<file path="config.mk">
export PLATFORM = sky130hd
export DESIGN_NAME = output_packer
export DESIGN_NICKNAME = d
export VERILOG_FILES = /design/src/source/cnn_pkg.sv /design/src/source/output_packer.sv
export SDC_FILE = /design/constraint.sdc
export NUM_CORES = 1
export LEC_CHECK = 0
export ABC_CLOCK_PERIOD_IN_PS = 2300
export BUFFER_PORTS_ARGS = -buffer_cell sky130_fd_sc_hd__buf_2
export CAP_MARGIN = 40
export CORE_UTILIZATION = 25
export CTS_CLUSTER_DIAMETER = 30
export DETAILED_ROUTE_END_ITERATION = 10
export MAX_ROUTING_LAYER = met4
export PLACE_DENSITY_LB_ADDON = 0.08
export SLEW_MARGIN = 20
export SYNTH_ARGS = -nofsm -noshare
export SYNTH_HDL_FRONTEND = slang
export SYNTH_SLANG_ARGS = --single-unit
</file>
<file path="constraint.sdc">
create_clock -name clk -period 2.3 [get_ports clk]
set_clock_uncertainty 0.2 [all_clocks]
set_input_delay 0.115 -clock clk [delete_from_list [all_inputs] [get_ports clk]]
set_output_delay 0.115 -clock clk [all_outputs]
set_load 0.01 [all_outputs]
</file>
<file path="src/source/cnn_pkg.sv">
`default_nettype none

package cnn_pkg;

  // --------------------
  // data types

  typedef logic [15:0] word_t;          // one sram word
  typedef logic signed [7:0] pixel_t;   // input pixel or kernel tap
  typedef logic signed [19:0] acc_t;    // 3x3 sum, 9 * 127 * 128 fits easily
  typedef logic [7:0] pooled_t;         // after relu and max, 0..127

  // 4x4 patch, element index is row*4 + col
  typedef pixel_t [15:0] patch_t;

  // 3x3 kernel, element index is row*3 + col
  typedef pixel_t [8:0] taps_t;

  typedef logic [6:0] dim_t;            // matrix size N, 4..64

  // --------------------
  // constants

  localparam int ADDR_W = 12;           // default sram address width
  localparam int RELU_MAX = 127;        // clamp ceiling
  localparam word_t END_MARK = 16'hFFFF;  // terminates the matrix list
  localparam int TAP_WORDS = 5;         // weight words holding nine taps
  localparam int PATCH_READS = 8;       // 4 rows x 2 words

endpackage

`default_nettype wire

</file>
<file path="src/source/output_packer.sv">
`timescale 1ns/1ns
`default_nettype none

module output_packer #(
  parameter int addr_w = cnn_pkg::ADDR_W
) (
  input  wire logic              clk,
  input  wire logic              reset_b,
  input  wire logic              start,
  input  wire cnn_pkg::pooled_t  pooled,
  input  wire logic              pool_valid,
  input  wire logic              pool_last,
  output logic                   output_sram_write_enable,
  output logic [addr_w-1:0]      output_sram_write_address,
  output cnn_pkg::word_t         output_sram_write_data
);

  import cnn_pkg::*;

  pooled_t lo_byte;    // first value of a pair
  logic    half_full;  // lo_byte holds a value

  always_ff @(posedge clk or negedge reset_b)
  begin
    if (!reset_b)
    begin
      half_full                 <= 1'b0;
      output_sram_write_enable  <= 1'b0;
      output_sram_write_address <= '0;
    end
    else
    begin
      // pair complete or matrix ends
      output_sram_write_enable <= pool_valid && (half_full || pool_last);
      if (start)
      begin
        half_full                 <= 1'b0;
        output_sram_write_address <= '0;
      end
      else
      begin
        if (output_sram_write_enable)
          output_sram_write_address <= output_sram_write_address + addr_w'(1);
        if (pool_valid)
          half_full <= !half_full && !pool_last;  // cleared at matrix end
      end
    end
  end

  always_ff @(posedge clk)
  begin
    if (pool_valid)
    begin
      if (half_full)
        output_sram_write_data <= {pooled, lo_byte};
      else if (pool_last)
        output_sram_write_data <= {8'h00, pooled};  // odd value, zero high byte
      else
        lo_byte <= pooled;
    end
  end

endmodule

`default_nettype wire

</file>
==> impl_metrics.json <==
{
  "netlist_area_sq_um": 1540,
  "worst_pin_slew_ps": 384,
  "clk_pin_slew_ps": 80,
  "cpMaxStageDelayCell": "or4_1",
  "rows": 28,
  "cp_max_fo": 16,
  "gp_congestion": 0.717,
  "fin_nets": 179,
  "path_class": "in -> reg",
  "startpoint": "start",
  "p_per_area_nw_per_um2": 693,
  "boundaryPins": 42,
  "required_ps": 2320,
  "met3_usage": 0.0398,
  "finalHoldViolations": 0,
  "hp-class": "in -> async",
  "synth_largest_area_cell": "edfxtp_1",
  "grt_max_degree": 17,
  "cp_cell_sequence": "dlygate4sd3_1 > buf_2 > o211ai_1 > or4_1 > a21oi_1",
  "worstSetupStartpointType": "primary input",
  "worstSkewPairLatency_ps": 290,
  "drv_slew": 0,
  "synth_seq_area_share": 0.694,
  "synth_top_flop_cell": "edfxtp_1",
  "port_buffers": 41,
  "diodes": 0,
  "cts_buffer_depth": 2,
  "syn_area_per_cell_sq_um": 14.7,
  "routed_wl_mm": 3.00,
  "post_cts_buffers": 0,
  "setup_tns_ps": 0,
  "cts_resized": 0,
  "drc_errors": 0,
  "fmax_mhz": 538,
  "grt_pass1_vias": 1039,
  "synthArstFlopShare": 0.368,
  "met2_usage": 0.160,
  "r2r_start": "output_sram_write_address[0]$_DFFE_PN0P_",
  "period_needed_ps": 1860,
  "num_vias": 1036,
  "layout-drive-gt1-share": 0.386,
  "grt_usage": 0.106,
  "initial_core_util": 0.259,
  "die_width_microns": 80.6,
  "grt_antenna_before_repair": 0,
  "max_cap_viol_count": 0,
  "endpoint_kind": "flip-flop",
  "busiest_layer": "met2",
  "grt_overflow": 0,
  "firstDrtPassIters": 2,
  "rsz0062_at_grt": "no",
  "fin_ws_ps": 440,
  "avgViaCountPerCell": 4.30,
  "fin_crit_sh": 0.809,
  "synth_commonest_cells": "edfxtp_1 (24), dfrtp_1 (14), and2_1 (8), mux2_2 (8), a21oi_1 (7)",
  "tritoncts": "yes",
  "synth_nets": 119,
  "hpwlAfterDp_mm": 2.07,
  "grt_pass1_wl_mm": 4.91,
  "wire_per_inst_microns": 12.4,
  "core_area_sq_um": 5960,
  "synth_cell_type_count": 27,
  "synth_edf_count": 24,
  "cp.arrival_ps": 1880,
  "ctsHtreeMaxLevel": 2,
  "synth.area.top_cells": "edfxtp_1 (47%), dfrtp_1 (23%), mux2_2 (5.8%)",
  "drtIter0Drc": 15,
  "synth_top_area_share": 0.467,
  "critPathMaxStageDelay_ps": 540,
  "synth_most_common_cell": "edfxtp_1",
  "dieArea_sq_um": 6490,
  "path_buf_inv": 2,
  "crit_family": "buffers and inverters",
  "synthCells": 105,
  "root_buffer": "clkbuf_8",
  "ir_drop_uv": 283,
  "p_leak_uw": 0.000837,
  "status": "completed",
  "grt_use_met1": 0.125,
  "die_h_microns": 80.6,
  "place_ws_ps": 485,
  "numCtsBuffers": 5,
  "ys_warn_count": 0,
  "synth.ff_latch_count": 38,
  "setup_viol": 0,
  "cts_sinks": 38,
  "areaGrowthSynthToFinish_pct": 35.3,
  "slew_headroom": 0.743,
  "drtAntennaViolNets": 0,
  "hold_buffers": 11
}
## metrics by stage
stage               utilization  total power [uW]  instance area [sq um]  hold WS, ps  instances
floorplan                     -               835                   1540         -381        105
global placement          0.313               888                   1860         -167        222
detailed placement        0.313               889                   1860         -161        222
CTS                       0.351              1470                   2090         62.8        241
global route              0.351              1520                   2090         81.9        241
finish                    0.351              1450                   2090         52.5        241
## state kept, by name, summed over array words and instances (netlist names)
| name | flops |
|---|---|
| half_full | 1 |
| output_sram_write_enable | 1 |
| output_sram_write_data | 16 |
| output_sram_write_address | 12 |
| lo_byte | 8 |
## worst paths after layout
kind / slack (ps) / cells after the start / end
max in group asynchronous: 1590 / 2 / output_sram_write_address[4]$_DFFE_PN0P_
worst min-delay path: 50 / 2 / output_sram_write_address[11]$_DFFE_PN0P_
worst max register to register: 480 / 4 / output_sram_write_address[10]$_DFFE_PN0P_
worst max-delay path: 440 / 5 / output_sram_write_address[10]$_DFFE_PN0P_
worst min register to register: 350 / 1 / output_sram_write_data[3]$_DFFE_PP_
min in group clk: 90 / 3 / lo_byte[3]$_DFFE_PP_
## worst reg2reg max path, delay by kind of cell (launching register included)
family,cells,cell delay [ps]
compound gates,2,350
simple gates,1,550
fa+ha+maj,1,220
flops,1,450
## cell usage in the layout (no fill, tap or decap), drive strengths merged
master / n
a21oi: 7
and2: 8
buf: 46
bufinv: 1
clkbuf: 5
clkinvlp: 2
dfrtp: 14
dlygate4sd3: 11
edfxtp: 24
ha: 1
inv: 1
mux2: 8
mux2i: 1
nand2: 3
nand3: 2
nand4: 2
nor2: 5
nor2b: 1
nor3b: 1
o2111ai: 2
o211ai: 1
o21a: 1
o21ai: 3
o21ba: 1
o31ai: 4
or3: 3
or4: 4
xnor2: 1
xor2: 3
## cells by family after synthesis
| logic type | Yosys count | share of synthesized area |
|---|---|---|
| flip-flops | 38 | 0.694 |
| buffers and inverters | 5 | 0.0130 |
| AO/OA/AOI/OAI | 19 | 0.0908 |
| adder cells (fa/ha/maj) | 1 | 0.00810 |
| AND/OR/NAND/NOR | 29 | 0.107 |
| XOR/XNOR | 4 | 0.0227 |
| multiplexers | 9 | 0.0648 |
## power breakdown
part	total, uW	leakage, uW	switching (uW)	internal [uW]
registers	773	0.000419	14.4	759
logic	113	0.000368	56.1	57.2
clock network	562	0.0000504	239	322
total	1450	0.000837	310	1140
## per-layer routing
metal / up-vias / wire (microns)
li1: 515 / -
met1: 489 / 1370
met2: 26 / 1390
met3: 6 / 182
met4: 0 / 55
met5: - / 0
## area by class of cell
| type | instances | area (sq um) |
|---|---|---|
| Timing Repair Buffer | 57 | 353 |
| Fill cell | 607 | 3870 |
| Sequential cell | 38 | 1070 |
| Clock inverter | 3 | 45.0 |
| Clock buffer | 5 | 68.8 |
| Multi-Input combinational cell | 62 | 453 |
| Inverter | 1 | 3.75 |
| Tap cell | 75 | 93.8 |
Note: power is estimated with default switching activity, not from simulation.
