**src/source/cnn_pkg.sv**
```systemverilog
`default_nettype none

package cnn_pkg;

  // --------------------
  // data types

  typedef logic [15:0] word_t;          // one sram word
  typedef logic signed [7:0] pixel_t;   // input pixel or kernel tap
  typedef logic signed [19:0] acc_t;    // 3x3 sum, 9 * 127 * 128 fits easily
  typedef logic [7:0] pooled_t;         // after relu and max, 0..127

  // 4x4 patch, element index is row*4 + col
  typedef pixel_t [15:0] patch_t;

  // 3x3 kernel, element index is row*3 + col
  typedef pixel_t [8:0] taps_t;

  typedef logic [6:0] dim_t;            // matrix size N, 4..64

  // --------------------
  // constants

  localparam int ADDR_W = 12;           // default sram address width
  localparam int RELU_MAX = 127;        // clamp ceiling
  localparam word_t END_MARK = 16'hFFFF;  // terminates the matrix list
  localparam int TAP_WORDS = 5;         // weight words holding nine taps
  localparam int PATCH_READS = 8;       // 4 rows x 2 words

endpackage

`default_nettype wire

```
**src/source/weight_loader.sv**
```systemverilog
`timescale 1ns/1ns
`default_nettype none

module weight_loader #(
  parameter int addr_w = cnn_pkg::ADDR_W
) (
  input  wire logic            clk,
  input  wire logic            reset_b,
  input  wire logic            start,
  input  wire cnn_pkg::word_t  weights_sram_read_data,
  output logic [addr_w-1:0]    weights_sram_read_address,
  output cnn_pkg::taps_t       taps,
  output logic                 taps_valid
);

  import cnn_pkg::*;

  logic       loading;  // words still arriving
  logic [2:0] step;     // index of the word on the read data bus

  // word 0 goes out while idle, the counter supplies words 1..4
  always_comb
  begin
    if (loading && step < 3'(TAP_WORDS - 1))
      weights_sram_read_address = addr_w'(step + 3'd1);
    else
      weights_sram_read_address = '0;
  end

  always_ff @(posedge clk or negedge reset_b)
  begin
    if (!reset_b)
    begin
      loading    <= 1'b0;
      step       <= '0;
      taps_valid <= 1'b0;
    end
    else if (start)
    begin
      loading    <= 1'b1;
      step       <= '0;
      taps_valid <= 1'b0;        // old kernel no longer valid
    end
    else if (loading)
    begin
      if (step == 3'(TAP_WORDS - 1))
      begin
        loading    <= 1'b0;
        taps_valid <= 1'b1;
      end
      step <= step + 3'd1;
    end
  end

  // word k carries taps 2k (high byte) and 2k+1 (low byte)
  always_ff @(posedge clk)
  begin
    if (loading)
    begin
      taps[2*step] <= weights_sram_read_data[15:8];
      if (step != 3'(TAP_WORDS - 1))
        taps[2*step+1] <= weights_sram_read_data[7:0];  // unused in last word
    end
  end

endmodule

`default_nettype wire

```
**config.mk**
```make
export PLATFORM = sky130hd
export DESIGN_NAME = weight_loader
export DESIGN_NICKNAME = d
export VERILOG_FILES = /design/src/source/cnn_pkg.sv /design/src/source/weight_loader.sv
export SDC_FILE = /design/constraint.sdc
export NUM_CORES = 1
export LEC_CHECK = 0
export BUFFER_PORTS_ARGS = -buffer_cell sky130_fd_sc_hd__buf_2
export CORE_ASPECT_RATIO = 2
export CORE_UTILIZATION = 25
export CTS_BUF_LIST = sky130_fd_sc_hd__clkbuf_8
export DETAILED_ROUTE_END_ITERATION = 6
export GPL_TIMING_DRIVEN = 1
export SETUP_SLACK_MARGIN = 0.02
export SLEW_MARGIN = 20
export SYNTH_ARGS = -nofsm -noshare
export SYNTH_HDL_FRONTEND = slang
export SYNTH_SLANG_ARGS = --single-unit
export TNS_END_PERCENT = 100
```
**constraint.sdc**
```tcl
create_clock -name clk -period 2.4 [get_ports clk]
set_clock_uncertainty 0.1 [all_clocks]
set_input_delay 0.48 -clock clk [delete_from_list [all_inputs] [get_ports clk]]
set_output_delay 0.48 -clock clk [all_outputs]
set_load 0.02 [all_outputs]
```
==> impl_metrics.py, run 1 <==
metrics = {
    "power": {
        "switching_share": 0.295,
        "ir_drop_v": 0.000257,
        "powerDensity_nw_per_um2": 859,
        "p_clk_frac": 0.291,
        "switchingPower_uw": 919,
        "pwr-share-comb": 0.170,
        "p_leak_nw": 1.46,
        "power.internal_mw": 2.20,
        "seq_power_share": 0.539,
    },
    "global_route": {
        "grt_pass1_wl_mm": 8.58,
        "grtUsageTotal": 0.105,
        "overflow": 0,
        "busiest_layer": "met2",
        "grtUsageMet2": 0.196,
        "antenna_found_initial": 0,
        "grt_max_degree": 17,
        "grt_pass1_vias": 1525,
        "gr-usage-met1": 0.0965,
        "use_met3": 0.0287,
    },
    "placed_design": {
        "routabilityCongestion": 0.730,
        "dp_hpwl_mm": 4.57,
        "portBuffers": 94,
        "place_area_um2": 3430,
    },
    "final_layout": {
        "drive_above_1_share": 0.444,
        "area_growth_pct": 29.7,
        "final_area_um2": 3630,
        "n_antenna_cell": 0,
        "nNetsFinal": 284,
    },
    "floorplan": {
        "die_w_um": 76.8,
        "core_area_um2": 10900,
        "dieArea_um2": 11700,
        "die_h_um": 152,
        "num_rows": 54,
        "io_pins": 104,
        "initial_core_util": 0.257,
    },
    "synth": {
        "synth.largest_area_cell": "edfxtp_1",
        "netlist_instances": 156,
        "ys_types": 21,
        "synth-seq-cells": 77,
        "syn_area_um2": 2800,
        "synth_warnings": 0,
        "synth_area_per_cell_um2": 17.9,
        "synth_top_area_share": 0.772,
        "yosys-top-cells-area": "edfxtp_1, and2_1, dfrtp_1",
        "ys_seq_area_frac": 0.817,
    },
    "timing": {
        "hold_violations": 0,
        "fmax_ghz": 0.454,
        "post-route-period-util": 0.918,
        "finalSetupViolCount": 0,
        "min_period_ns": 2.20,
        "drv_slew": 0,
        "rsz0062_at_grt": "false",
        "setup-tns-final_ns": 0,
    },
    "cts": {
        "h-tree-depth": 3,
        "cts-root-buf": "clkbuf_8",
        "cts_buffers": 9,
        "cts_resized": 0,
        "clock_latency_ns": 0.34,
        "clockBufferDepth": 2,
        "cts_tree": "done",
        "path_clk_slew_ns": 0.09,
        "numClockSinks": 77,
    },
    "run": {
        "maxCapViolCount": 0,
    },
    "detailed_routing": {
        "drc": 0,
        "wl_per_cell_um": 14.4,
        "routed_wl_mm": 5.89,
        "vias": 1581,
        "antenna_left": 0,
        "drtIter0Drc": 50,
        "drtPass1Iterations": 4,
        "vias_per_cell": 3.88,
    },
    "worst_setup_path": {
        "critPathLaunchType": "flip-flop",
        "path_max_fanout": 10,
        "cp.required_ns": 1.82,
        "end_kind": "primary output",
        "crit_type": "reg2out",
        "cp.arrival_ns": 1.62,
    },
    "run_status": {
        "outcome": "finished, final reports clean",
    },
    "worst_hold_path": {
        "hp-class": "in2reg",
    },
}
==> power groups by stage <==
stage	logic, mW	clock network, mW	registers, mW
after floorplan	0.175	0	1.86
after global placement	0.528	0	1.71
after detailed placement	0.536	0	1.72
after CTS	0.539	0.943	1.69
after global routing	0.568	0.985	1.70
final	0.530	0.908	1.68
==> area by class of cell <==
type / instances / area, um^2
fillers: 1057 / 7250
flip-flops and latches: 77 / 2290
repair buffers: 101 / 526
multi-input cells: 72 / 448
well taps: 140 / 175
clock buffers: 9 / 124
clock inverters: 7 / 63.8
inverters: 2 / 7.51
==> flip-flops by register name (all words and copies together) (netlist names) <==
| signal | flops |
|---|---|
| loading | 1 |
| step | 3 |
| taps | 72 |
| taps_valid | 1 |
==> through the flow <==
| step | utilization | hold WS [ns] | worst slack, ns | cells | power [mW] |
|---|---|---|---|---|---|
| floorplan | - | 0.0844 | 0.544 | 164 | 2.03 |
| global placement | 0.316 | 0.203 | 0.586 | 391 | 2.24 |
| detailed placement | 0.316 | 0.206 | 0.509 | 391 | 2.25 |
| CTS | 0.334 | 0.235 | 0.170 | 408 | 3.17 |
| global route | 0.334 | 0.249 | 0.0964 | 408 | 3.25 |
| finish | 0.334 | 0.264 | 0.196 | 408 | 3.12 |
==> layout by cell type, fill, tap and decap left out <==
master and instances:
buf_2 94, edfxtp_1 72, and2_1 36, conb_1 9
clkbuf_8 9, buf_4 6, nor3_1 5, inv_6 5
dfrtp_1 5, nor2_1 4, nand2b_1 2, nor3b_1 2
inv_1 2, and3b_1 2, nor3b_2 2, nand2_1 2
ha_1 2, a21o_1 1, mux2i_1 1, a21oi_1 1
a31oi_1 1, nor2b_1 1, mux2_2 1, inv_8 1
clkinv_4 1, dlygate4sd3_1 1
==> synth_stat cells, drive strengths merged <==
| cell | number |
|---|---|
| a21oi | 1 |
| nand2 | 2 |
| and3b | 2 |
| buf | 13 |
| inv | 2 |
| mux2i | 1 |
| dfrtp | 5 |
| ha | 2 |
| nor3 | 5 |
| nor2 | 4 |
| nor3b | 4 |
| nand2b | 2 |
| edfxtp | 72 |
| a31oi | 1 |
| conb | 1 |
| mux2 | 1 |
| nor2b | 1 |
| a21o | 1 |
| and2 | 36 |
==> final timing paths <==
check	startpoint	end	slack [ns]	cells past startpoint
max in group asynchronous	reset_b	step[1]	1.70	2
min in group asynchronous	reset_b	taps_valid	0.36	2
setup reg to reg	step[2]	taps[21]	0.53	2
setup / recovery	step[1]	weights_sram_read_address[1]	0.20	4
hold / removal	weights_sram_read_data[8]	taps[32]	0.26	1
hold reg to reg	taps_valid	taps_valid	0.42	2
==> layer usage <==
| layer | up-vias | wire length, um |
|---|---|---|
| met5 | - | 0 |
| met4 | 0 | 109 |
| met3 | 4 | 285 |
| met2 | 64 | 3410 |
| met1 | 758 | 2090 |
| li1 | 755 | - |
==> kinds of logic after synthesis <==
kind of cell,synth area share
flip-flops,0.817
AND/OR/NAND/NOR,0.125
buffers and inverters,0.0340
AO/OA/AOI/OAI,0.00670
multiplexers,0.00760
adder cells (fa/ha/maj),0.00894
other,0.00134
==> worst max-delay path: stages, from the launching register on <==
cell and delay (ns):
dfrtp_1 0.51, inv_1 0.13, ha_1 0.30, and3b_1 0.19
buf_2 0.16
==> timing repair <==
action / CTS / global route
endpoints found under the hold margin: 5 / 0
hold buffers: 1 / 0
setup buffers: 0 / 0
(Power assumes the default switching activity.)
==> run 2, diff against run 1 <==
CELL_PAD_IN_SITES_DETAIL_PLACEMENT = 1   (was default)
CELL_PAD_IN_SITES_GLOBAL_PLACEMENT = 2   (was default)
PLACE_DENSITY_LB_ADDON = 0.1   (was default)
==> run 2 against run 1 <==
Effect of this change: count of clock-buffer cells in the layout did not move; critical path type unchanged; flip-flop and latch count unchanged; critical endpoint unchanged; via count rose by 2.6%; global-route usage increased by 1.2 points.
==> impl_metrics.py, run 2 (synthesis results as in run 1) <==
metrics = {
    "power": {
        "ir_drop_v": 0.000311,
        "p_leak_nw": 1.47,
        "powerDensity_nw_per_um2": 881,
        "power_mw": 3.23,
    },
    "worst_setup_path": {
        "timing.rr.start": "step[0]",
        "cp_slowest_cell": "dfrtp_1",
        "cp_slowest_stage_delay_ns": 0.51,
        "crit_type": "reg2out",
        "path_cells": "inv_1, ha_1, and3b_1, buf_2",
        "crit_buf_inv": 2,
        "cp.arrival_ns": 1.59,
        "critPathTopFamily": "flip-flops",
        "ff2ff_path_depth": 2,
        "end_kind": "primary output",
        "cp.required_ns": 1.82,
        "critPathLaunchType": "flip-flop",
        "r2r_end": "taps[48]",
        "reg2reg_slack_ns": 0.61,
        "path_max_fanout": 9,
        "cp-startpoint": "step[0]",
    },
    "floorplan": {
        "core_area_um2": 10900,
        "initial_core_util": 0.257,
        "die_w_um": 76.8,
        "io_pins": 104,
        "dieArea_um2": 11700,
        "num_rows": 54,
        "die_h_um": 152,
    },
    "detailed_routing": {
        "routed_wl_mm": 6.51,
        "drc": 0,
        "drtIter0Drc": 24,
        "vias": 1622,
        "wl_per_cell_um": 15.9,
        "drtPass1Iterations": 4,
        "vias_per_cell": 3.96,
        "antenna_left": 0,
    },
    "global_route": {
        "overflow": 0,
        "grt_pass1_wl_mm": 9.43,
        "grt_max_degree": 16,
        "grtUsageTotal": 0.116,
        "antenna_found_initial": 0,
        "grt_pass1_vias": 1658,
    },
    "final_layout": {
        "top_regs": "taps: 72 flops, step: 3 flops",
        "stdcell_count": 410,
        "largest_reg_flops": 72,
        "n_antenna_cell": 0,
        "nNetsFinal": 286,
        "n_fill_cell": 1187,
        "layout.area.seq_um2": 2290,
        "largest_register": "taps",
        "final_util": 0.337,
        "area_growth_pct": 30.9,
        "drive_above_1_share": 0.452,
        "multiInputGateArea_um2": 448,
        "mostFrequentLayoutCells": "buf_2, edfxtp_1, and2_1, conb_1, clkbuf_8",
        "final_common_cell": "buf_2",
    },
    "timing": {
        "finalSetupViolCount": 0,
        "min_period_ns": 2.17,
        "rsz0062_at_grt": "false",
        "setup-tns-final_ns": 0,
        "fmax_ghz": 0.462,
        "post-route-period-util": 0.903,
        "hold_violations": 0,
        "drv_slew": 0,
    },
    "cts": {
        "clockBufferDepth": 2,
        "cts-root-buf": "clkbuf_8",
        "cts_buffers": 9,
        "post_cts_buffers": 0,
        "cts_tree": "done",
        "clock_latency_ns": 0.35,
        "h-tree-depth": 3,
        "path_clk_slew_ns": 0.09,
        "numClockSinks": 77,
    },
    "worst_hold_path": {
        "worstHoldStart": "weights_sram_read_data[14]",
        "hold_end": "taps[6]",
        "hp-class": "in2reg",
        "holdPathStages": 1,
    },
    "placed_design": {
        "routabilityCongestion": 0.682,
        "portBuffers": 94,
        "dp_hpwl_mm": 5.02,
        "dp_cells": 393,
    },
    "run_status": {
        "outcome": "finished, final reports clean",
    },
    "run": {
        "maxCapViolCount": 0,
    },
}
[run 2: cell count changes in the layout (fill, tap and decap cells not counted)]
cell        before  now
dfrtp_1          5    4
buf_4            6    8
bufinv_16        0    1
clkinvlp_4       0    2
inv_6            5    2
dfrtp_2          0    1
[run 2: layer usage]
metal  vias to the layer above  wire length, um  GRT usage
li1                        758                -          -
met1                       768             2350      0.111
met2                        81             3580      0.218
met3                        15              434     0.0335
met4                         0              148     0.0692
met5                         -                0          0
[run 2: worst max path at each step]
| stage | depth (start not counted) | endpoint |
|---|---|---|
| floorplan | 2 | taps[64] |
| finish | 4 | weights_sram_read_address[1] |
| global route | 4 | weights_sram_read_address[1] |
| CTS | 4 | weights_sram_read_address[1] |
| global placement | 4 | weights_sram_read_address[1] |
| detailed placement | 4 | weights_sram_read_address[1] |
[run 2: report_power, final]
group          internal [mW]  switching [mW]  total, mW  leakage [nW]
registers               1.63          0.0462       1.68         0.733
clock network          0.496           0.515       1.01        0.0984
logic                  0.171           0.368      0.539         0.643
total                   2.30           0.930       3.23          1.47
[run 2: metrics by stage]
step	instance area, um^2	worst slack [ns]	hold WS [ns]
after CTS	3660	0.116	0.241
final	3670	0.233	0.257
after global routing	3670	0.126	0.241
after detailed placement	3450	0.529	0.212
after global placement	3450	0.561	0.213
after floorplan	2830	0.544	0.0844
[run 2: timing repair]
| item | in CTS | in global routing |
|---|---|---|
| hold endpoints to repair | 5 | 0 |
| hold buffers | 1 | 0 |
| setup endpoints to repair | 0 | 1 |
| resized for setup | 0 | 1 |
[run 2: area by class of cell]
class	count	share of cell area
clock buffers	9	0.0338
clock inverters	7	0.0225
inverters	2	0.00205
multi-input cells	72	0.122
flip-flops and latches	77	0.624
well taps	140	0.0478
repair buffers	103	0.147
[run 2: worst reg2reg max path, cell delays in order (launching register included)]
cell and delay (ns):
dfrtp_1 0.51, and3b_1 0.38, and2_1 0.45
