[config.mk]
export PLATFORM = sky130hd
export DESIGN_NAME = patch_fetch
export DESIGN_NICKNAME = d
export VERILOG_FILES = /design/src/source/cnn_pkg.sv /design/src/source/patch_fetch.sv
export SDC_FILE = /design/constraint.sdc
export NUM_CORES = 1
export LEC_CHECK = 0
export ABC_AREA = 1
export BUFFER_PORTS_ARGS = -buffer_cell sky130_fd_sc_hd__buf_2
export CAP_MARGIN = 20
export CORE_ASPECT_RATIO = 1.5
export CORE_MARGIN = 3
export CORE_UTILIZATION = 63
export CTS_BUF_LIST = sky130_fd_sc_hd__clkbuf_2
export CTS_CLUSTER_SIZE = 25
export DETAILED_ROUTE_END_ITERATION = 12
export PLACE_DENSITY = 0.84
export REMOVE_ABC_BUFFERS = 1
export SLEW_MARGIN = 20
export SYNTH_ARGS = -nofsm -noshare
export SYNTH_HDL_FRONTEND = slang
export SYNTH_SLANG_ARGS = --single-unit
[constraint.sdc]
create_clock -name clk -period 14.9 [get_ports clk]
set_input_delay 2.98 -clock clk [delete_from_list [all_inputs] [get_ports clk]]
set_output_delay 2.98 -clock clk [all_outputs]
set_load 0.02 [all_outputs]
[src/source/cnn_pkg.sv]
`default_nettype none

package cnn_pkg;

  // --------------------
  // data types

  typedef logic [15:0] word_t;          // one sram word
  typedef logic signed [7:0] pixel_t;   // input pixel or kernel tap
  typedef logic signed [19:0] acc_t;    // 3x3 sum, 9 * 127 * 128 fits easily
  typedef logic [7:0] pooled_t;         // after relu and max, 0..127

  // 4x4 patch, element index is row*4 + col
  typedef pixel_t [15:0] patch_t;

  // 3x3 kernel, element index is row*3 + col
  typedef pixel_t [8:0] taps_t;

  typedef logic [6:0] dim_t;            // matrix size N, 4..64

  // --------------------
  // constants

  localparam int ADDR_W = 12;           // default sram address width
  localparam int RELU_MAX = 127;        // clamp ceiling
  localparam word_t END_MARK = 16'hFFFF;  // terminates the matrix list
  localparam int TAP_WORDS = 5;         // weight words holding nine taps
  localparam int PATCH_READS = 8;       // 4 rows x 2 words

endpackage

`default_nettype wire

[src/source/patch_fetch.sv]
`timescale 1ns/1ns
`default_nettype none

module patch_fetch #(
  parameter int addr_w = cnn_pkg::ADDR_W
) (
  input  wire logic            clk,
  input  wire logic            reset_b,
  input  wire logic            dut_run,
  input  wire logic            taps_valid,
  input  wire cnn_pkg::word_t  input_sram_read_data,
  output logic [addr_w-1:0]    input_sram_read_address,
  output logic                 load_start,
  output cnn_pkg::patch_t      patch,
  output logic                 patch_valid,
  output logic                 patch_last,
  output logic                 dut_busy
);

  import cnn_pkg::*;

  typedef enum logic [2:0] {
    st_idle,
    st_wait_taps,
    st_read_hdr,
    st_fetch,
    st_drain
  } state_t;

  state_t            state;
  logic              hdr_wait;    // header data arrives this cycle
  logic [addr_w-1:0] hdr_addr;    // address of current header word
  dim_t              n;
  dim_t              half;        // words per matrix row
  dim_t              pool_n;      // pooled outputs per row and column
  dim_t              row;         // pooled row
  dim_t              col;         // pooled column
  logic [2:0]        rd_idx;      // read number within the patch
  logic              last_pos;
  logic [addr_w-1:0] patch_base;
  logic [1:0]        drain_cnt;
  logic              rd_valid_q;  // patch word on the read data bus
  logic [2:0]        rd_idx_q;
  logic              rd_last_q;

  assign half     = n >> 1;
  assign pool_n   = (n - dim_t'(2)) >> 1;
  assign last_pos = (row == pool_n - dim_t'(1)) && (col == pool_n - dim_t'(1));

  // top-left word of the patch: header + 1 + 2*row*(N/2) + col
  assign patch_base = hdr_addr + addr_w'(1) + addr_w'(2) * addr_w'(row) * addr_w'(half)
                      + addr_w'(col);

  // two words per patch row, rows N/2 words apart
  always_comb
  begin
    if (state == st_fetch)
      input_sram_read_address = patch_base + addr_w'(rd_idx[2:1]) * addr_w'(half)
                                + addr_w'(rd_idx[0]);
    else
      input_sram_read_address = hdr_addr;
  end

  assign load_start = (state == st_idle) && dut_run;
  assign dut_busy   = (state != st_idle);

  // --------------------
  // run control
  always_ff @(posedge clk or negedge reset_b)
  begin
    if (!reset_b)
    begin
      state     <= st_idle;
      hdr_wait  <= 1'b0;
      hdr_addr  <= '0;
      n         <= '0;
      row       <= '0;
      col       <= '0;
      rd_idx    <= '0;
      drain_cnt <= '0;
    end
    else
    begin
      case (state)
        st_idle:
          if (dut_run)
          begin
            state    <= st_wait_taps;
            hdr_addr <= '0;
          end
        st_wait_taps:
          if (taps_valid)
          begin
            state    <= st_read_hdr;
            hdr_wait <= 1'b0;
          end
        st_read_hdr:
        begin
          hdr_wait <= ~hdr_wait;
          if (hdr_wait)
          begin
            if (input_sram_read_data == END_MARK)
            begin
              state     <= st_drain;
              drain_cnt <= '0;
            end
            else
            begin
              state  <= st_fetch;
              n      <= input_sram_read_data[6:0];  // N from low byte
              row    <= '0;
              col    <= '0;
              rd_idx <= '0;
            end
          end
        end
        st_fetch:
        begin
          rd_idx <= rd_idx + 3'd1;  // wraps to 0 after the eighth read
          if (rd_idx == 3'(PATCH_READS - 1))
          begin
            if (last_pos)
            begin
              state    <= st_read_hdr;
              hdr_addr <= hdr_addr + addr_w'(1) + addr_w'(n) * addr_w'(half);
            end
            else if (col == pool_n - dim_t'(1))
            begin
              col <= '0;
              row <= row + dim_t'(1);
            end
            else
              col <= col + dim_t'(1);
          end
        end
        st_drain:
        begin
          drain_cnt <= drain_cnt + 2'd1;
          if (drain_cnt == 2'd3)  // conv_pool and packer empty by now
            state <= st_idle;
        end
        default:
          state <= st_idle;
      endcase
    end
  end

  // --------------------
  // patch assembly
  always_ff @(posedge clk or negedge reset_b)
  begin
    if (!reset_b)
    begin
      rd_valid_q  <= 1'b0;
      rd_idx_q    <= '0;
      rd_last_q   <= 1'b0;
      patch_valid <= 1'b0;
      patch_last  <= 1'b0;
    end
    else
    begin
      rd_valid_q  <= (state == st_fetch);
      rd_idx_q    <= rd_idx;
      rd_last_q   <= last_pos;
      patch_valid <= rd_valid_q && (rd_idx_q == 3'(PATCH_READS - 1));
      patch_last  <= rd_valid_q && rd_last_q && (rd_idx_q == 3'(PATCH_READS - 1));
    end
  end

  // new pixels enter at the top, first word ends up at index 0 and 1
  always_ff @(posedge clk)
  begin
    if (rd_valid_q)
      patch <= {input_sram_read_data[7:0], input_sram_read_data[15:8], patch[15:2]};
  end

endmodule

`default_nettype wire

==> impl_metrics.ini, run 1 <==
[timing]
fmaxAchievable_ghz = 0.104
tightest_slew_ns = 1.08
rsz0062_at_grt = no
fin_crit_ns = 9.61
max-slew-margin-rel_pct = 28.0
finalHoldViolations = 0
finalSetupViolations = 0
finClkSkew_ns = 0.0692
tns_ns = 0
drv_slew = 0
finalCritPeriodShare_pct = 64.5

[synth]
avgSynthCellArea_sq_um = 9.95
yosysMostFrequentCell = nand2_1
synth_seq_cells = 177
seq_area_frac_synth_pct = 46.9
yosys_warnings = 0
synthDistinctLibCells = 45
synthesis.area_sq_um = 10800
synthAdderAreaFrac_pct = 19.3
ys_top_cells_by_area = edfxtp_1 36%, dfrtp_1 11%, fa_1 11%, nand2_1 9.0%, ha_1 8.3%
synth_top_family_by_area = adder cells
synth_compound_area_share_pct = 4.93
yosys-top-cells-count = 258 x nand2_1, 192 x inv_1, 128 x edfxtp_1
synthMuxAreaShare_pct = 0.0926
synth_top_area_share_pct = 35.6
synth-xor-area-share_pct = 3.00
synthArstFlopShare_pct = 27.7
ys.flop_type = edfxtp_1
yosysTopAreaCell = edfxtp_1
synthCells = 1086
synth-edff-count = 128
synth-simple-area-share_pct = 17.7

[clocking]
clock_tree.buffer_depth = 2
numCtsBuffers = 17
cts_setup_buffers = 0
h-tree-depth = 4
cts_resized = 0
cts_tree = yes
clockRootBuffer = clkbuf_2
path_clk_slew_ns = 0.33
clk-insertion-delay-late_ns = 0.75
cts.sinks = 177
hold_buffers = 0

[critical_path]
cp_data_required_time_ns = 11.92
crit_chain = nand2_1, fa_1, fa_1, fa_1, inv_1, ha_1, xor2_1, fa_1, fa_1, inv_1, ha_1, a21oi_1, o21ai_0, a21oi_1, nor2_1, o21ai_0, nand2_1, xnor2_1, o21ai_0, buf_2
r2r_cells = 18
r2r_slack_ns = 10.11
cp_max_fo = 23
slowest_stage = dfrtp_1
critPathKind = reg2out
worst_path_most_repeated_cell = fa_1
max_stage_delay_ns = 1.00
rr_endpoint = hdr_addr[8]$_DFFE_PN0P_
arrival_ns = 6.63
worst_setup_path_end_kind = output port
worstReg2RegStart = n[4]$_DFFE_PN0P_
start_kind = register

[floorplanning]
die_h_microns = 166
row_count = 58
start_util_pct = 64.2
ios = 164
die_w_microns = 113
core_sq_um = 16800
die_area_sq_um = 18800

[route]
wl_microns = 24100
first_pass_iters = 8
wl_per_cell_microns = 16.5
dr.first_iter.drc_count = 598
vias_per_cell = 5.52
antenna_left = 0
drcViolationCount = 0
vias = 8074

[placed_design]
dp_hpwl_microns = 18500
numPortBuffers = 163
place.gp.congestion = 0.913
placed_cell_area_sq_um = 11800

[cells_and_area]
area_growth_pct = 11.7
fillCellCount = 1191
multi_input_area_sq_um = 4860
finalNetCount = 1391
final_cell_area_sq_um = 12100
regArea_sq_um = 5070
drive_gt1_share_pct = 19.6

[hold_path]
hold_depth = 0
min_from = patch[36]$_DFFE_PP_
holdPathEnd = patch[20]$_DFFE_PP_
hold_class = reg2reg

[global_route]
grt_remaining_overflow = 0
grt_pass1_wl_microns = 38000
antenna_found_initial = 1
grtUsageTotal_pct = 25.5
grt_max_degree = 91
grt_pass1_vias = 7738

[status]
status = complete, no violations

[pwr]
powerDensity_nw_per_um2 = 220
peakVddDrop_mv = 0.159
p_leak_nw = 6.11

[flow_run]
maxCapViolations = 0
## sequential cells by signal, indices dropped and copies added, names as in the netlist
name,flops
col,7
drain_cnt,2
hdr_addr,12
hdr_wait,1
n,7
patch,128
patch_last,1
patch_valid,1
rd_idx,3
rd_idx_q,3
rd_last_q,1
rd_valid_q,1
row,7
state,3
## placed cells by master, fill, tap and decap left out, types with 4 or more instances in the layout
cell type	netlist	routed
a21oi_1	28	28
a31oi_1	4	4
buf_2	4	163
clkbuf_2	1	17
clkinv_8	0	8
dfrtp_1	49	48
edfxtp_1	128	128
fa_1	59	59
ha_1	72	72
inv_1	192	192
nand2_1	258	258
nand2_2	14	14
nand2_4	4	4
nand3_1	55	55
nand3b_1	6	6
nand4_1	18	18
nor2_1	41	41
nor2_4	6	6
nor3_1	8	8
o21ai_0	33	33
o21ai_2	9	9
or2_2	6	6
xnor2_1	14	14
xor2_1	23	23
## worst max path at each step
stage,from,endpoint,slack (ns)
floorplan,n[4]$_DFFE_PN0P_,input_sram_read_address[9],6.44
global placement,n[4]$_DFFE_PN0P_,input_sram_read_address[9],6.26
detailed placement,n[4]$_DFFE_PN0P_,input_sram_read_address[9],6.17
CTS,n[4]$_DFFE_PN0P_,input_sram_read_address[9],5.29
global route,n[4]$_DFFE_PN0P_,input_sram_read_address[9],4.90
finish,n[4]$_DFFE_PN0P_,input_sram_read_address[9],5.29
## power by group
part | internal, mW | leakage, nW | switching [mW]
registers | 0.737 | 1.86 | 0.157
logic | 0.503 | 4.07 | 0.978
clock network | 0.0794 | 0.174 | 0.204
## cell type report
type | instances | share of cell area, %
well taps | 210 | 2.18
multi-input cells | 684 | 40.2
repair buffers | 165 | 6.88
diodes | 1 | 0.0207
flip-flops and latches | 177 | 42.0
inverters | 195 | 6.06
clock inverters | 15 | 1.89
clock buffers | 17 | 0.705
## cell families after synthesis
kind of cell | after synthesis
flip-flops | 177
AND/OR/NAND/NOR | 426
adder cells (fa/ha/maj) | 131
buffers and inverters | 225
AO/OA/AOI/OAI | 89
multiplexers | 1
XOR/XNOR | 37
## routing by layer
layer  share of wire [%]  track usage, %  vias up
met5                   0               0        -
met4                 3.6            11.3        0
met3                 6.0            4.03       62
met2                  52            44.7      319
met1                  38            30.7     3891
li1                    -               -     3802
## worst max-delay path, delay by kind of cell, from the launching register on
| family | cells | cell delay [ns] |
|---|---|---|
| and+or+nand+nor | 3 | 0.31 |
| buffers and inverters | 3 | 0.29 |
| xor gates and xnor gates | 2 | 0.33 |
| adders and majority gates | 7 | 3.24 |
| AOI/OAI and AO/OA | 5 | 0.75 |
| DFF | 1 | 1.00 |
## through the flow
stage	power (mW)	setup slack, ns	util, %	cells	hold slack (ns)
2_1_floorplan	1.96	6.44	-	1056	0.420
3_3_place_gp	2.33	6.26	69.8	1431	0.423
3_5_place_dp	2.38	6.17	69.8	1431	0.428
4_1_cts	2.67	5.29	71.7	1463	0.417
5_1_grt	2.87	4.90	71.7	1464	0.435
6_report	2.66	5.29	71.7	1464	0.424
Power figures use the tool's default switching activity.
==> run 2, diff against run 1 <==
- CORE_UTILIZATION: 63 -> 60
- PLACE_DENSITY: 0.84 -> 0.8
- clock period: 14.9 -> 10 ns (I/O delays scaled with it)
==> impl_metrics.ini, run 2 (synthesis results as in run 1) <==
[clocking]
clockRootBuffer = clkbuf_2
h-tree-depth = 4
cts.sinks = 177
numCtsBuffers = 17
cts_setup_buffers = 0
cts_tree = yes
clk-insertion-delay-late_ns = 0.76
clock_tree.buffer_depth = 2
path_clk_slew_ns = 0.27
hold_buffers = 0
cts_resized = 0

[critical_path]
critPathKind = reg2out
worst_setup_path_end_kind = output port
max_stage_delay_ns = 0.97
path_buf_inv = 3
cp_data_required_time_ns = 8.00
slowest_stage = dfrtp_1
cp_max_fo = 23
path_delay_family = adder cells
crit_chain = nand2_1, fa_1, fa_1, fa_1, inv_1, ha_1, xor2_1, fa_1, fa_1, inv_1, ha_1, a21oi_1, o21ai_0, a21oi_1, nor2_1, o21ai_0, nand2_1, xnor2_1, o21ai_0, buf_2
start_kind = register
worst_path_most_repeated_cell = fa_1
arrival_ns = 6.60

[floorplanning]
row_count = 59
die_h_microns = 170
start_util_pct = 61.8
core_sq_um = 17500
die_w_microns = 116
die_area_sq_um = 19700
ios = 164

[global_route]
antenna_found_initial = 1
grt_pass1_vias = 7919
grt_pass1_wl_microns = 37900
grtUsageTotal_pct = 24.3
grt_remaining_overflow = 0
grt_max_degree = 79

[timing]
finClkSkew_ns = 0.0564
max-slew-margin-rel_pct = 37.6
drv_slew = 0
rsz0062_at_grt = no
tightest_slew_ns = 0.936
finalSetupViolations = 0
fmaxAchievable_ghz = 0.116
finalHoldViolations = 0
fin_crit_ns = 8.60
finalCritPeriodShare_pct = 86.0
setup_ws_ns = 1.40
tns_ns = 0

[route]
drcViolationCount = 0
first_pass_iters = 5
dr.first_iter.drc_count = 551
vias = 8001
wl_microns = 23400
antenna_left = 0
vias_per_cell = 5.45
wl_per_cell_microns = 15.9

[placed_design]
place.gp.congestion = 0.879
place_ws_ns = 2.26
numPortBuffers = 163
placed_cell_area_sq_um = 11800
dp_cells = 1434
dp_hpwl_microns = 18400

[pwr]
powerDensity_nw_per_um2 = 322
peakVddDrop_mv = 0.210
pwr-share-seq_pct = 34.5
clock_power_share_pct = 9.3
p_leak_nw = 6.08
internal-power_mw = 1.92
p_switching_mw = 1.95
pwr-share-comb_pct = 56.2
finalPower_mw = 3.87
sw_frac_of_total_pct = 50.4

[hold_path]
hold_class = reg2reg

[cells_and_area]
layout_commonest_cell = nand2_1
final_cell_mix = 258 x nand2_1, 192 x inv_1, 163 x buf_2, 128 x edfxtp_1, 72 x ha_1
largest_reg_flops = 128
reg.largest.list = patch (128), hdr_addr (12)
finalNetCount = 1391
fin_cells = 1467
largest-register = patch
area_growth_pct = 11.1
drive_gt1_share_pct = 19.6
final_cell_area_sq_um = 12000

[flow_run]
maxCapViolations = 0

[status]
status = complete, no violations
run 2: cell types whose count changed in the layout (fill, tap and decap cells not counted):
cell       before  now
inv_6           2    4
clkinv_4        0    3
clkinv_8        8    3
bufinv_16       1    0
inv_12          1    0
inv_8           3    4
clkinv_2        0    1
run 2: cell type report:
| class | count | area [sq um] |
|---|---|---|
| Antenna cell | 1 | 2.50 |
| Clock inverter | 15 | 160 |
| Tap cell | 213 | 267 |
| Sequential cell | 177 | 5070 |
| Timing Repair Buffer | 165 | 831 |
| Multi-Input combinational cell | 684 | 4860 |
| Clock buffer | 17 | 85.1 |
| Fill cell | 1324 | 5490 |
| Inverter | 195 | 732 |
run 2: path summary, 6_finish.rpt:
kind | start | end | slack [ns] | depth (start not counted)
setup / recovery | n[4]$_DFFE_PN0P_ | input_sram_read_address[9] | 1.40 | 20
hold / removal | patch[67]$_DFFE_PP_ | patch[51]$_DFFE_PP_ | 0.46 | 0
setup reg to reg | n[4]$_DFFE_PN0P_ | hdr_addr[8]$_DFFE_PN0P_ | 5.20 | 20
hold reg to reg | patch[67]$_DFFE_PP_ | patch[51]$_DFFE_PP_ | 0.46 | 0
max in group asynchronous | reset_b | rd_valid_q$_DFF_PN0_ | 8.12 | 2
min in group asynchronous | reset_b | row[5]$_DFFE_PN0P_ | 1.31 | 2
run 2: through the flow:
step                hold slack, ns  util (%)
CTS                          0.463      68.6
global route                 0.460      68.6
global placement             0.423      67.2
finish                       0.461      68.6
floorplan                    0.420         -
detailed placement           0.426      67.2
run 2: power by group through the flow:
stage	clock network [mW]	logic, mW	registers, mW
final	0.362	2.17	1.34
after global routing	0.396	2.45	1.38
after CTS	0.371	2.19	1.34
after detailed placement	0	2.18	1.35
after global placement	0	2.14	1.34
after floorplan	0	1.36	1.55
run 2: layer usage:
| layer | routed length (microns) | GRT usage [%] | vias to the layer above |
|---|---|---|---|
| li1 | - | - | 3793 |
| met4 | 774 | 9.19 | 0 |
| met1 | 8760 | 27.8 | 3853 |
| met3 | 1470 | 4.34 | 60 |
| met5 | 0 | 0 | - |
| met2 | 12400 | 44.6 | 295 |
